--- src/common/dma_defines.svh ---
`ifndef DMA_DEFINES_SVH
`define DMA_DEFINES_SVH

// Datapath widths
`define DMA_ADDR_W    32
`define DMA_DATA_W    32
`define DMA_SIZE_W    24
`define DMA_COUNT_W   16
`define DMA_IP_W      3
`define DMA_FLAG_W    8

// Command table depth
`define DMA_CMD_DEPTH 8

// Bytes per word
`define DMA_ADDR_STEP 4

// Command flag bits
`define FLAG_SRC_INC          0
`define FLAG_SRC_DEC          1
`define FLAG_DEST_INC         2
`define FLAG_DEST_DEC         3
`define FLAG_SRC_RST_ON_CMD   4
`define FLAG_DEST_RST_ON_CMD  5
`define FLAG_STOP             6

`endif

--- src/common/dma_pkg.sv ---
`default_nettype none

`include "dma_defines.svh"

package dma_pkg;

  typedef logic [`DMA_ADDR_W-1:0]  addr_t;
  typedef logic [`DMA_DATA_W-1:0]  word_t;
  typedef logic [`DMA_SIZE_W-1:0]  size_t;
  typedef logic [`DMA_COUNT_W-1:0] count_t;
  typedef logic [`DMA_IP_W-1:0]    ip_t;
  typedef logic [`DMA_FLAG_W-1:0]  flags_t;

  // Channel sequencer states
  typedef enum logic [2:0] {
    IDLE,
    FETCH,
    ISSUE,
    ACTIVE,
    END_COMMAND,
    FLUSH,
    FINISHED
  } seq_state_e;

endpackage

`default_nettype wire

--- src/logic/dma_cmd_table.sv ---
`timescale 1ns/1ns
`default_nettype none

`include "dma_defines.svh"

module dma_cmd_table (
  input  wire                 clk,
  input  wire                 rst,
  input  wire                 i_cmd_wr,
  input  dma_pkg::ip_t        i_cmd_index,
  input  dma_pkg::addr_t      i_cmd_src_addr,
  input  dma_pkg::addr_t      i_cmd_dest_addr,
  input  dma_pkg::count_t     i_cmd_count,
  input  dma_pkg::flags_t     i_cmd_flags,
  input  dma_pkg::ip_t        i_cmd_next,
  input  dma_pkg::ip_t        i_rd_ip,
  output dma_pkg::addr_t      o_src_addr,
  output dma_pkg::addr_t      o_dest_addr,
  output dma_pkg::count_t     o_count,
  output dma_pkg::flags_t     o_flags,
  output dma_pkg::ip_t        o_next
);

  dma_pkg::addr_t  src_mem   [`DMA_CMD_DEPTH];
  dma_pkg::addr_t  dest_mem  [`DMA_CMD_DEPTH];
  dma_pkg::count_t count_mem [`DMA_CMD_DEPTH];
  dma_pkg::flags_t flags_mem [`DMA_CMD_DEPTH];
  dma_pkg::ip_t    next_mem  [`DMA_CMD_DEPTH];

  always_ff @(posedge clk) begin
    if (i_cmd_wr) begin
      src_mem[i_cmd_index]   <= i_cmd_src_addr;
      dest_mem[i_cmd_index]  <= i_cmd_dest_addr;
      count_mem[i_cmd_index] <= i_cmd_count;
      flags_mem[i_cmd_index] <= i_cmd_flags;
      next_mem[i_cmd_index]  <= i_cmd_next;
    end
  end

  // Entry at i_rd_ip shows up one cycle later
  always_ff @(posedge clk) begin
    if (rst) begin
      o_src_addr  <= '0;
      o_dest_addr <= '0;
      o_count     <= '0;
      o_flags     <= '0;
      o_next      <= '0;
    end else begin
      o_src_addr  <= src_mem[i_rd_ip];
      o_dest_addr <= dest_mem[i_rd_ip];
      o_count     <= count_mem[i_rd_ip];
      o_flags     <= flags_mem[i_rd_ip];
      o_next      <= next_mem[i_rd_ip];
    end
  end

endmodule

`default_nettype wire

--- src/channel/dma_channel_seq.sv ---
`timescale 1ns/1ns
`default_nettype none

`include "dma_defines.svh"

module dma_channel_seq (
  input  wire                 clk,
  input  wire                 rst,
  input  wire                 i_enable,
  input  dma_pkg::ip_t        i_start_ip,
  input  dma_pkg::flags_t     i_flags,
  input  dma_pkg::ip_t        i_next,
  input  wire                 i_cmd_done,
  input  wire                 i_flush_done,
  output dma_pkg::ip_t        o_rd_ip,
  output logic                o_cmd_load,
  output logic                o_cmd_first,
  output logic                o_flush,
  output logic                o_busy,
  output logic                o_finished
);

  dma_pkg::seq_state_e state;
  dma_pkg::ip_t        ip;
  logic                first_cmd;

  assign o_rd_ip     = ip;
  assign o_cmd_load  = (state == dma_pkg::ISSUE);
  assign o_cmd_first = first_cmd;
  assign o_flush     = (state == dma_pkg::FLUSH);
  assign o_busy      = (state != dma_pkg::IDLE);
  assign o_finished  = (state == dma_pkg::FINISHED);

  always_ff @(posedge clk) begin
    if (rst) begin
      state     <= dma_pkg::IDLE;
      ip        <= '0;
      first_cmd <= 1'b0;
    end else begin
      case (state)
        dma_pkg::IDLE: begin
          if (i_enable) begin
            ip        <= i_start_ip;
            first_cmd <= 1'b1;
            state     <= dma_pkg::FETCH;
          end
        end
        // Table read of the entry at ip
        dma_pkg::FETCH: begin
          if (!i_enable) begin
            state <= dma_pkg::FLUSH;
          end else begin
            state <= dma_pkg::ISSUE;
          end
        end
        dma_pkg::ISSUE: begin
          first_cmd <= 1'b0;
          if (!i_enable) begin
            state <= dma_pkg::FLUSH;
          end else begin
            state <= dma_pkg::ACTIVE;
          end
        end
        dma_pkg::ACTIVE: begin
          if (!i_enable) begin
            state <= dma_pkg::FLUSH;
          end else if (i_cmd_done) begin
            state <= dma_pkg::END_COMMAND;
          end
        end
        dma_pkg::END_COMMAND: begin
          if (!i_enable) begin
            state <= dma_pkg::FLUSH;
          end else if (i_flags[`FLAG_STOP]) begin
            state <= dma_pkg::FINISHED;
          end else begin
            // Table outputs still hold the current entry
            ip    <= i_next;
            state <= dma_pkg::FETCH;
          end
        end
        dma_pkg::FLUSH: begin
          if (i_flush_done) begin
            state <= dma_pkg::IDLE;
          end
        end
        dma_pkg::FINISHED: begin
          // Wait for enable to drop
          if (!i_enable) begin
            state <= dma_pkg::IDLE;
          end
        end
        default: begin
          state <= dma_pkg::IDLE;
        end
      endcase
    end
  end

endmodule

`default_nettype wire

--- src/channel/dma_word_mover.sv ---
`timescale 1ns/1ns
`default_nettype none

`include "dma_defines.svh"

module dma_word_mover (
  input  wire                 clk,
  input  wire                 rst,
  input  wire                 i_cmd_load,
  input  wire                 i_cmd_first,
  input  dma_pkg::addr_t      i_src_addr,
  input  dma_pkg::addr_t      i_dest_addr,
  input  dma_pkg::count_t     i_count,
  input  dma_pkg::flags_t     i_flags,
  input  wire                 i_flush,
  input  wire                 i_src_ready,
  input  dma_pkg::size_t      i_src_size,
  input  dma_pkg::word_t      i_src_data,
  input  wire  [1:0]          i_snk_ready,
  input  dma_pkg::size_t      i_snk_size,
  output logic                o_cmd_done,
  output logic                o_flush_done,
  output logic                o_src_activate,
  output logic                o_src_strobe,
  output dma_pkg::addr_t      o_src_address,
  output logic [1:0]          o_snk_activate,
  output logic                o_snk_strobe,
  output dma_pkg::word_t      o_snk_data,
  output dma_pkg::addr_t      o_snk_address
);

  logic            cmd_busy;
  dma_pkg::count_t remaining;
  dma_pkg::size_t  src_cnt;
  dma_pkg::size_t  snk_cnt;
  dma_pkg::addr_t  cur_src;
  dma_pkg::addr_t  cur_dest;
  dma_pkg::flags_t flags_q;
  logic            copy_en;

  function automatic dma_pkg::addr_t step_addr(input dma_pkg::addr_t addr,
                                               input logic inc,
                                               input logic dec);
    dma_pkg::addr_t step;
    step = dma_pkg::addr_t'(`DMA_ADDR_STEP);
    if (inc) begin
      return addr + step;
    end else if (dec) begin
      return addr - step;
    end
    return addr;
  endfunction

  // Both buffers open with room and no strobe in the last cycle
  assign copy_en = o_src_activate && (o_snk_activate != 2'b00) &&
                   (src_cnt < i_src_size) && (snk_cnt < i_snk_size) && !o_src_strobe;

  assign o_flush_done = !o_src_activate && (o_snk_activate == 2'b00);

  always_ff @(posedge clk) begin
    if (rst) begin
      cmd_busy       <= 1'b0;
      remaining      <= '0;
      src_cnt        <= '0;
      snk_cnt        <= '0;
      o_cmd_done     <= 1'b0;
      o_src_activate <= 1'b0;
      o_src_strobe   <= 1'b0;
      o_snk_activate <= 2'b00;
      o_snk_strobe   <= 1'b0;
    end else begin
      o_cmd_done   <= 1'b0;
      o_src_strobe <= 1'b0;
      o_snk_strobe <= 1'b0;
      if (i_flush) begin
        cmd_busy <= 1'b0;
        // Drain the source buffer
        if (o_src_activate && (src_cnt < i_src_size)) begin
          o_src_strobe <= 1'b1;
          src_cnt      <= src_cnt + 1'b1;
        end else begin
          o_src_activate <= 1'b0;
        end
        // Pad the sink buffer with zeros
        if ((o_snk_activate != 2'b00) && (snk_cnt < i_snk_size)) begin
          o_snk_strobe <= 1'b1;
          o_snk_data   <= '0;
          snk_cnt      <= snk_cnt + 1'b1;
        end else begin
          o_snk_activate <= 2'b00;
        end
      end else if (i_cmd_load) begin
        cmd_busy  <= 1'b1;
        remaining <= i_count;
        flags_q   <= i_flags;
        if (i_cmd_first || i_flags[`FLAG_SRC_RST_ON_CMD]) begin
          cur_src <= i_src_addr;
        end
        if (i_cmd_first || i_flags[`FLAG_DEST_RST_ON_CMD]) begin
          cur_dest <= i_dest_addr;
        end
      end else if (cmd_busy) begin
        if (remaining == '0) begin
          // Sink buffer goes back at command end
          o_cmd_done     <= 1'b1;
          cmd_busy       <= 1'b0;
          o_snk_activate <= 2'b00;
        end else if (copy_en) begin
          o_snk_data   <= i_src_data;
          o_src_strobe <= 1'b1;
          o_snk_strobe <= 1'b1;
          src_cnt      <= src_cnt + 1'b1;
          snk_cnt      <= snk_cnt + 1'b1;
          remaining    <= remaining - 1'b1;
          cur_src      <= step_addr(cur_src, flags_q[`FLAG_SRC_INC], flags_q[`FLAG_SRC_DEC]);
          cur_dest     <= step_addr(cur_dest, flags_q[`FLAG_DEST_INC],
                                    flags_q[`FLAG_DEST_DEC]);
        end else begin
          if (!o_src_activate && i_src_ready) begin
            o_src_activate <= 1'b1;
            src_cnt        <= '0;
            o_src_address  <= cur_src;
          end else if (o_src_activate && (src_cnt >= i_src_size)) begin
            o_src_activate <= 1'b0;
          end
          if ((o_snk_activate == 2'b00) && (i_snk_ready != 2'b00)) begin
            // Buffer 0 first
            o_snk_activate <= i_snk_ready[0] ? 2'b01 : 2'b10;
            snk_cnt        <= '0;
            o_snk_address  <= cur_dest;
          end else if ((o_snk_activate != 2'b00) && (snk_cnt >= i_snk_size)) begin
            o_snk_activate <= 2'b00;
          end
        end
      end
    end
  end

endmodule

`default_nettype wire

--- src/logic/dma_top.sv ---
`timescale 1ns/1ns
`default_nettype none

module dma_top (
  input  wire                 clk,
  input  wire                 rst,
  input  wire                 i_enable,
  input  dma_pkg::ip_t        i_start_ip,
  input  wire                 i_cmd_wr,
  input  dma_pkg::ip_t        i_cmd_index,
  input  dma_pkg::addr_t      i_cmd_src_addr,
  input  dma_pkg::addr_t      i_cmd_dest_addr,
  input  dma_pkg::count_t     i_cmd_count,
  input  dma_pkg::flags_t     i_cmd_flags,
  input  dma_pkg::ip_t        i_cmd_next,
  input  wire                 i_src_ready,
  input  dma_pkg::size_t      i_src_size,
  input  dma_pkg::word_t      i_src_data,
  input  wire  [1:0]          i_snk_ready,
  input  dma_pkg::size_t      i_snk_size,
  output logic                o_busy,
  output logic                o_finished,
  output logic                o_src_activate,
  output logic                o_src_strobe,
  output dma_pkg::addr_t      o_src_address,
  output logic [1:0]          o_snk_activate,
  output logic                o_snk_strobe,
  output dma_pkg::word_t      o_snk_data,
  output dma_pkg::addr_t      o_snk_address
);

  dma_pkg::ip_t    rd_ip;
  dma_pkg::addr_t  tbl_src_addr;
  dma_pkg::addr_t  tbl_dest_addr;
  dma_pkg::count_t tbl_count;
  dma_pkg::flags_t tbl_flags;
  dma_pkg::ip_t    tbl_next;
  logic            cmd_load;
  logic            cmd_first;
  logic            cmd_done;
  logic            flush;
  logic            flush_done;

  dma_cmd_table u_cmd_table (
    .clk             (clk),
    .rst             (rst),
    .i_cmd_wr        (i_cmd_wr),
    .i_cmd_index     (i_cmd_index),
    .i_cmd_src_addr  (i_cmd_src_addr),
    .i_cmd_dest_addr (i_cmd_dest_addr),
    .i_cmd_count     (i_cmd_count),
    .i_cmd_flags     (i_cmd_flags),
    .i_cmd_next      (i_cmd_next),
    .i_rd_ip         (rd_ip),
    .o_src_addr      (tbl_src_addr),
    .o_dest_addr     (tbl_dest_addr),
    .o_count         (tbl_count),
    .o_flags         (tbl_flags),
    .o_next          (tbl_next)
  );

  dma_channel_seq u_channel_seq (
    .clk          (clk),
    .rst          (rst),
    .i_enable     (i_enable),
    .i_start_ip   (i_start_ip),
    .i_flags      (tbl_flags),
    .i_next       (tbl_next),
    .i_cmd_done   (cmd_done),
    .i_flush_done (flush_done),
    .o_rd_ip      (rd_ip),
    .o_cmd_load   (cmd_load),
    .o_cmd_first  (cmd_first),
    .o_flush      (flush),
    .o_busy       (o_busy),
    .o_finished   (o_finished)
  );

  dma_word_mover u_word_mover (
    .clk            (clk),
    .rst            (rst),
    .i_cmd_load     (cmd_load),
    .i_cmd_first    (cmd_first),
    .i_src_addr     (tbl_src_addr),
    .i_dest_addr    (tbl_dest_addr),
    .i_count        (tbl_count),
    .i_flags        (tbl_flags),
    .i_flush        (flush),
    .i_src_ready    (i_src_ready),
    .i_src_size     (i_src_size),
    .i_src_data     (i_src_data),
    .i_snk_ready    (i_snk_ready),
    .i_snk_size     (i_snk_size),
    .o_cmd_done     (cmd_done),
    .o_flush_done   (flush_done),
    .o_src_activate (o_src_activate),
    .o_src_strobe   (o_src_strobe),
    .o_src_address  (o_src_address),
    .o_snk_activate (o_snk_activate),
    .o_snk_strobe   (o_snk_strobe),
    .o_snk_data     (o_snk_data),
    .o_snk_address  (o_snk_address)
  );

endmodule

`default_nettype wire

--- config.mk ---
export PLATFORM = sky130hd
export DESIGN_NAME = dma_top
export DESIGN_NICKNAME = d
export VERILOG_FILES = /design/src/common/dma_pkg.sv /design/src/logic/dma_cmd_table.sv /design/src/channel/dma_channel_seq.sv /design/src/channel/dma_word_mover.sv /design/src/logic/dma_top.sv
export VERILOG_INCLUDE_DIRS = /design/src /design/src/common
export SDC_FILE = /design/constraint.sdc
export NUM_CORES = 1
export LEC_CHECK = 0
export BUFFER_PORTS_ARGS = -buffer_cell sky130_fd_sc_hd__buf_2
export CORE_MARGIN = 5
export CORE_UTILIZATION = 60
export CTS_CLUSTER_SIZE = 12
export DETAILED_ROUTE_END_ITERATION = 12
export PLACE_DENSITY_LB_ADDON = 0.3
export SLEW_MARGIN = 0
export SYNTH_ARGS = -nofsm -noshare
export SYNTH_HDL_FRONTEND = slang
export SYNTH_SLANG_ARGS = --single-unit
--- constraint.sdc ---
create_clock -name clk -period 11.4 [get_ports clk]
set_input_delay 2.28 -clock clk [delete_from_list [all_inputs] [get_ports clk]]
set_output_delay 2.28 -clock clk [all_outputs]
set_load 0.1 [all_outputs]
; After elaboration in Yosys (flattened, before gate mapping)
; Memory sizes are Yosys's and may differ from the RTL's. A register that Yosys moved wholly into a read port is not among the register bits.
; Cells that the tools add are included.
[classes]
bitwise_logic = 6
magnitude_cmp = 4
n_eq_ne = 23
n_reduce_logical = 49
mux = 103
add_sub_neg = 7
[op_table]
columns = cell, count
row1 = $mux W32, 22
row2 = $mux W24, 14
row3 = $add A32 B3 Y32 const B, 2
row4 = $mux W16, 4
row5 = $sub A32 B3 Y32 const B, 2
row6 = $add A24 B1 Y24 const B, 2
row7 = $ge A24 B24 Y1, 2
row8 = $lt A24 B24 Y1, 2
row9 = $mux W1, 39
row10 = $mux W3, 12
row11 = $reduce_and A7 Y1, 4
row12 = $pmux W3 S7, 1
row13 = $reduce_bool A2 Y1, 10
row14 = $mux W2, 9
row15 = $ne A2 B2 Y1 const B, 9
row16 = $logic_not A16 Y1, 1
row17 = $sub A16 B1 Y16 const B, 1
row18 = $reduce_and A5 Y1, 3
row19 = $ne A2 B1 Y1 const B, 6
row20 = $reduce_and A4 Y1, 3
row21 = $reduce_and A6 Y1, 2
row22 = $reduce_bool A3 Y1, 4
row23 = $logic_and A1 B1 Y1, 11
row24 = $eq A3 B3 Y1 const B, 3
row25 = 16 further kinds, 24
[totals]
regBits = 242
ram_bits = 728
mem_count = 5
[mem_list]
columns = name, depth, word_bits, rd, rd_clocked_by_memory_dff, wr, line
row1 = u_cmd_table.dest_mem, 8, 32, 1, 1, 1, dma_cmd_table.sv:25  ; dma_pkg::addr_t dest_mem [`DMA_CMD_DEPTH];
row2 = u_cmd_table.src_mem, 8, 32, 1, 1, 1, dma_cmd_table.sv:24  ; dma_pkg::addr_t src_mem [`DMA_CMD_DEPTH];
row3 = u_cmd_table.count_mem, 8, 16, 1, 1, 1, dma_cmd_table.sv:26  ; dma_pkg::count_t count_mem [`DMA_CMD_DEPTH];
row4 = u_cmd_table.flags_mem, 8, 8, 1, 1, 1, dma_cmd_table.sv:27  ; dma_pkg::flags_t flags_mem [`DMA_CMD_DEPTH];
row5 = u_cmd_table.next_mem, 8, 3, 1, 1, 1, dma_cmd_table.sv:28  ; dma_pkg::ip_t next_mem [`DMA_CMD_DEPTH];

; Depth between registers and ports, before layout
[depth]
ltp_word = 16
ltp_mapped = 13
mapped_depth_nobuf = 11

; Hierarchy
; From an unflattened synthesis, not the netlist that was laid out.
[hier_totals]
hier_cells = 2786
hier_area_um2 = 44387.6
[modules_own_cells]
columns = mod, seq_area_each_um2, instances, area_each_um2, cells_each
row1 = dma_cmd_table, 23682.7, 1, 29602.1, 1256
row2 = dma_word_mover, 6346.1, 1, 14288.7, 1471
row3 = dma_channel_seq, 140.1, 1, 496.7, 59

; Worst setup path before layout
; Ideal clock, no wire load.
[synth_path]
kind = input -> register
start = input i_cmd_index[2]
end = memory u_cmd_table.count_mem[0][0] in the netlist's numbering, enable pin
cell_stages = 2
path_buffers = 0
setup_ns = 0.650
slack_ns = 2.198
arrival_time_ns = 8.552
cell_sequence = nand2b_1 nor3_1
[synth_rtl]
columns = item, line
row1 = "start, declared", dma_top.sv:10  ; input dma_pkg::ip_t i_cmd_index,
row2 = "end, declared", dma_cmd_table.sv:26
; Straight into the memory's write port.

; Worst setup path after layout
[layout_path]
start = input i_snk_size[2]
end = register u_word_mover.cur_src[23], enable pin
[layout_between]
elab_chain_len = 5
[layout_lines]
columns = item, line
row1 = "start, declared", dma_top.sv:20  ; input dma_pkg::size_t i_snk_size,
row2 = $lt A24 B24 Y1, dma_word_mover.sv:56  ; (src_cnt < i_src_size) && (snk_cnt < i_snk_size) && !o_src_strobe;
row3 = $logic_and A1 B1 Y1 (2 in a row), dma_word_mover.sv:56
row4 = $reduce_bool A2 Y1 (no source line), -
row5 = $reduce_and A7 Y1 (no source line), -
row6 = "end signal, assigned", dma_word_mover.sv:97  ; cur_src <= i_src_addr;
row7 = "end signal, assigned", dma_word_mover.sv:115  ; cur_src <= step_addr(cur_src, flags_q[`FLAG_SRC_INC], flags_q[`FLAG_SRC_DEC]);
row8 = "end, declared", dma_word_mover.sv:36  ; dma_pkg::addr_t cur_src;
; No other way between the ends.
; A chain may end at the register's enable or synchronous reset.

==> summary.txt <==
Outcome
  – Status: finished, final reports clean

Worst setup path
  – RR Startpoint: u_word_mover.snk_cnt[2]
  – Register-to-Register Path Depth: 10
  – FF-to-FF End: u_word_mover.cur_src[23]
  – Critical Path End Type: flop
  – Slowest stage delay, CP: between 0.9 and 1 ns
  – Critical path's top delay family: compound AO/OA/AOI/OAI gates
  – R2R setup slack: about 6.6 ns
  – CP Data Arrival Time: ~6.5 ns
  – Crit path top cell by count: o21ai_0
  – Crit-path slowest cell: a21oi_4
  – Setup CP Type: in -> reg
  – Worst Path Required: ~12 ns
  – CP Max Fanout: 30
  – Cells along the critical path: buf_2 > inv_1 > ha_1 > o21ai_0 > a21oi_1 > o31ai_1 > a21oi_1 > o21ai_0 > nand4b_1 > nor2_1 > o21ai_0 > a21oi_4
  – WP buf/inv: 2
  – Startpoint Class: primary input

Timing
  – Final setup viols: 0
  – Setup TNS: 0 ns
  – Maximum clock frequency: about 160 MHz
  – Final Slew Violations: 0
  – Min cycle time layout: 6.21 ns
  – Max_slew headroom: 0.161
  – Fin. Hold Viols: 0
  – Worst-case clock skew: roughly 0.020 ns
  – Final period utilization: 0.545
  – Slew @ Worst Pin: between 1 and 1.5 ns
  – RSZ-0062 raised after global routing: no

Global routing
  – Initial antenna violation count: 25
  – Number of global-route vias before repair: 25600
  – Overflow after GRT: 0
  – First-pass GRT wire length: around 150000 um
  – Global Route Usage Sum: 0.246
  – Largest net degree at the start of global routing: between 100 and 150

Hold path
  – WHS Path Cells: 0
  – Worst min path class: reg -> reg
  – HP Start: u_cmd_table.o_flags[0]
  – WHS Endpoint: u_word_mover.flags_q[0]

Placed design
  – GPL Wtd Cong: 0.879
  – Detailed placer's ending HPWL: around 57000 um
  – IO Port Bufs: about 290

Final layout
  – Nets: 3274
  – Most frequent cells in the layout: 884 x edfxtp_1, 284 x buf_2, 180 x mux4_2, 176 x nor2_1, 165 x dfxtp_1
  – Layout cells sized above 1: 0.217
  – Area grow syn2layout: 13.5%
  – Commonest non-fill, non-tap cell in the layout: edfxtp_1

Drt
  – Pre-Repair DR Iteration Count: 8
  – Post-Route WL: ~96000 um
  – Detailed Route Iter0 Violations: roughly 2400
  – Drt wl/cell: between 20 and 25 um
  – DR vias/cell: 6.16
  – Routed via count: 24900
  – Drc violations: 0
  – Routed Antenna Nets: 0

Clocking
  – Hold-fix buffers at CTS: 0
  – PostCTS Resize Cnt: 0
  – CTS tree: done
  – Skew-Pair Late Insertion Delay: 0.66 ns
  – CTS Sinks: 1052
  – Number of buffers created by CTS: 104
  – H-tree depth: 3
  – CTS max path bufs: 3
  – Worst-path clk slew: approximately 0.050 ns
  – Post CTS Setup Buffer Count: 0
  – Root buffer cell: clkbuf_16

Yosys
  – Mapped Area: ~43000 sq um
  – Synth Net Count: 2964
  – Avg Cell Area, Syn: 16.1 sq um
  – Most used DFF post-synth: edfxtp_1
  – Yosys Warn Count: 0
  – Seq cells post-synth: approximately 1100
  – Register area share after synthesis: 0.698
  – EDFF count, synth: roughly 880
  – Distinct cell type count after synthesis: between 70 and 80
  – FFs w/ async S/R, synth: 0
  – Syn Inst Count: between 2000 and 3000

Floorplan
  – Die footprint: 76900 sq um
  – DIE WIDTH: 277 um
  – Die height: approximately 280 um
  – Core Area: between 70000 and 80000 sq um
  – Rows: 98
  – Initial core utilization: 0.602
  – IO Pins: ~290

Job
  – Max-cap viol count: 0

Power
  – Design Power: ~8.5 mW
  – Pwr/cell area: roughly 170 nW/um^2
  – Max VDD drop: ~140 uV
  – Leak: between 15 and 20 nW
[worst max-delay path by stage]
stage | from | to | cells past startpoint
after CTS | i_snk_size[2] | u_word_mover.cur_src[17] | 12
after detailed placement | i_snk_size[2] | u_word_mover.cur_src[25] | 12
after global routing | i_snk_size[2] | u_word_mover.cur_src[23] | 12
after global placement | i_snk_size[2] | u_word_mover.cur_src[31] | 12
final | i_snk_size[2] | u_word_mover.cur_src[23] | 12
after floorplan | i_cmd_index[2] | u_cmd_table.count_mem[0][0] | 2
[cells by family (layout without fill, tap and decap cells)]
kind of cell,Yosys count,after routing,synth area share
buffers and inverters,189,590,0.0170
XOR/XNOR,46,46,0.00940
other,0,16,0
flip-flops,1052,1052,0.698
adder cells (fa/ha/maj),109,109,0.0322
multiplexers,273,273,0.116
AO/OA/AOI/OAI,433,433,0.0621
AND/OR/NAND/NOR,569,569,0.0655
[final cells by class]
cell class                 count  area (sq um)
sequential                  1052         29900
clock inverter                16           185
multi-input combinational   1430         12300
inverter                      76           285
tap                          950          1190
antenna                       16          40.0
fill                        4626         22600
timing repair buffer         317          1690
clock buffer                 181          3030
[synth_stat cells, types with 6 or more instances]
master,instances,area (sq um)
a21o_1,31,233
edfxtp_1,884,26500
nor2b_1,7,43.8
or4_1,22,165
nand2_1,114,428
mux2i_1,92,921
o21a_1,9,67.6
nor3_1,28,140
ha_1,107,1340
nand3_1,48,240
dfxtp_1,168,3360
inv_1,76,285
a31oi_1,27,169
o311ai_0,6,52.6
a211oi_1,21,158
nand4_1,15,93.8
nor4_1,10,62.6
nand3b_1,7,52.6
o21bai_1,6,45.0
buf_1,19,71.3
mux4_2,180,4050
o211ai_1,23,173
o21ai_0,86,430
clkbuf_1,87,327
nor2_1,185,694
xnor2_1,22,193
a21oi_1,164,821
o31ai_1,15,113
or2_2,8,50.1
nand2b_1,16,100
xor2_1,24,210
and2_1,44,275
or3_1,22,138
and3_1,23,144
[stage by stage]
| stage | area, sq um | setup WS [ns] | hold slack, ns | instances | util |
|---|---|---|---|---|---|
| after floorplan | 42900 | 2.20 | 0.386 | 2671 | - |
| after global placement | 45400 | 4.60 | 0.388 | 3825 | 0.638 |
| after detailed placement | 45400 | 4.50 | 0.397 | 3825 | 0.638 |
| after CTS | 48600 | 5.23 | 0.412 | 4022 | 0.683 |
| after global routing | 48700 | 4.87 | 0.417 | 4030 | 0.683 |
| final | 48700 | 5.19 | 0.409 | 4038 | 0.683 |
[sequential cells by signal, indices dropped and copies added, names as in the netlist, 2 cells and up]
name,count
u_cmd_table.o_dest_addr,32
u_word_mover.o_src_address,32
u_word_mover.src_cnt,24
u_word_mover.o_snk_activate,2
u_cmd_table.count_mem,128
u_cmd_table.dest_mem,256
u_word_mover.remaining,16
u_cmd_table.o_flags,7
u_word_mover.cur_dest,32
u_channel_seq.o_rd_ip,3
u_word_mover.snk_cnt,24
u_cmd_table.flags_mem,56
u_word_mover.o_snk_data,32
u_word_mover.cur_src,32
u_cmd_table.o_next,3
u_channel_seq.state,3
u_cmd_table.src_mem,256
u_cmd_table.next_mem,24
u_cmd_table.o_src_addr,32
u_cmd_table.o_count,16
u_word_mover.flags_q,4
u_word_mover.o_snk_address,32
[power by group]
group          internal [mW]  total [mW]  switching (mW)
combinational          0.379       0.854           0.475
clock                   1.85        3.22            1.38
sequential              4.33        4.43          0.0961
total                   6.56        8.51            1.95
[per-layer routing]
metal | track usage | vias to the layer above | routed length (um)
met3 | 0.0476 | 179 | 7580
li1 | - | 11100 | -
met1 | 0.326 | 12500 | 37300
met5 | 0 | - | 61
met2 | 0.421 | 1019 | 48400
met4 | 0.0698 | 8 | 2290
(Power assumes the default switching activity.)
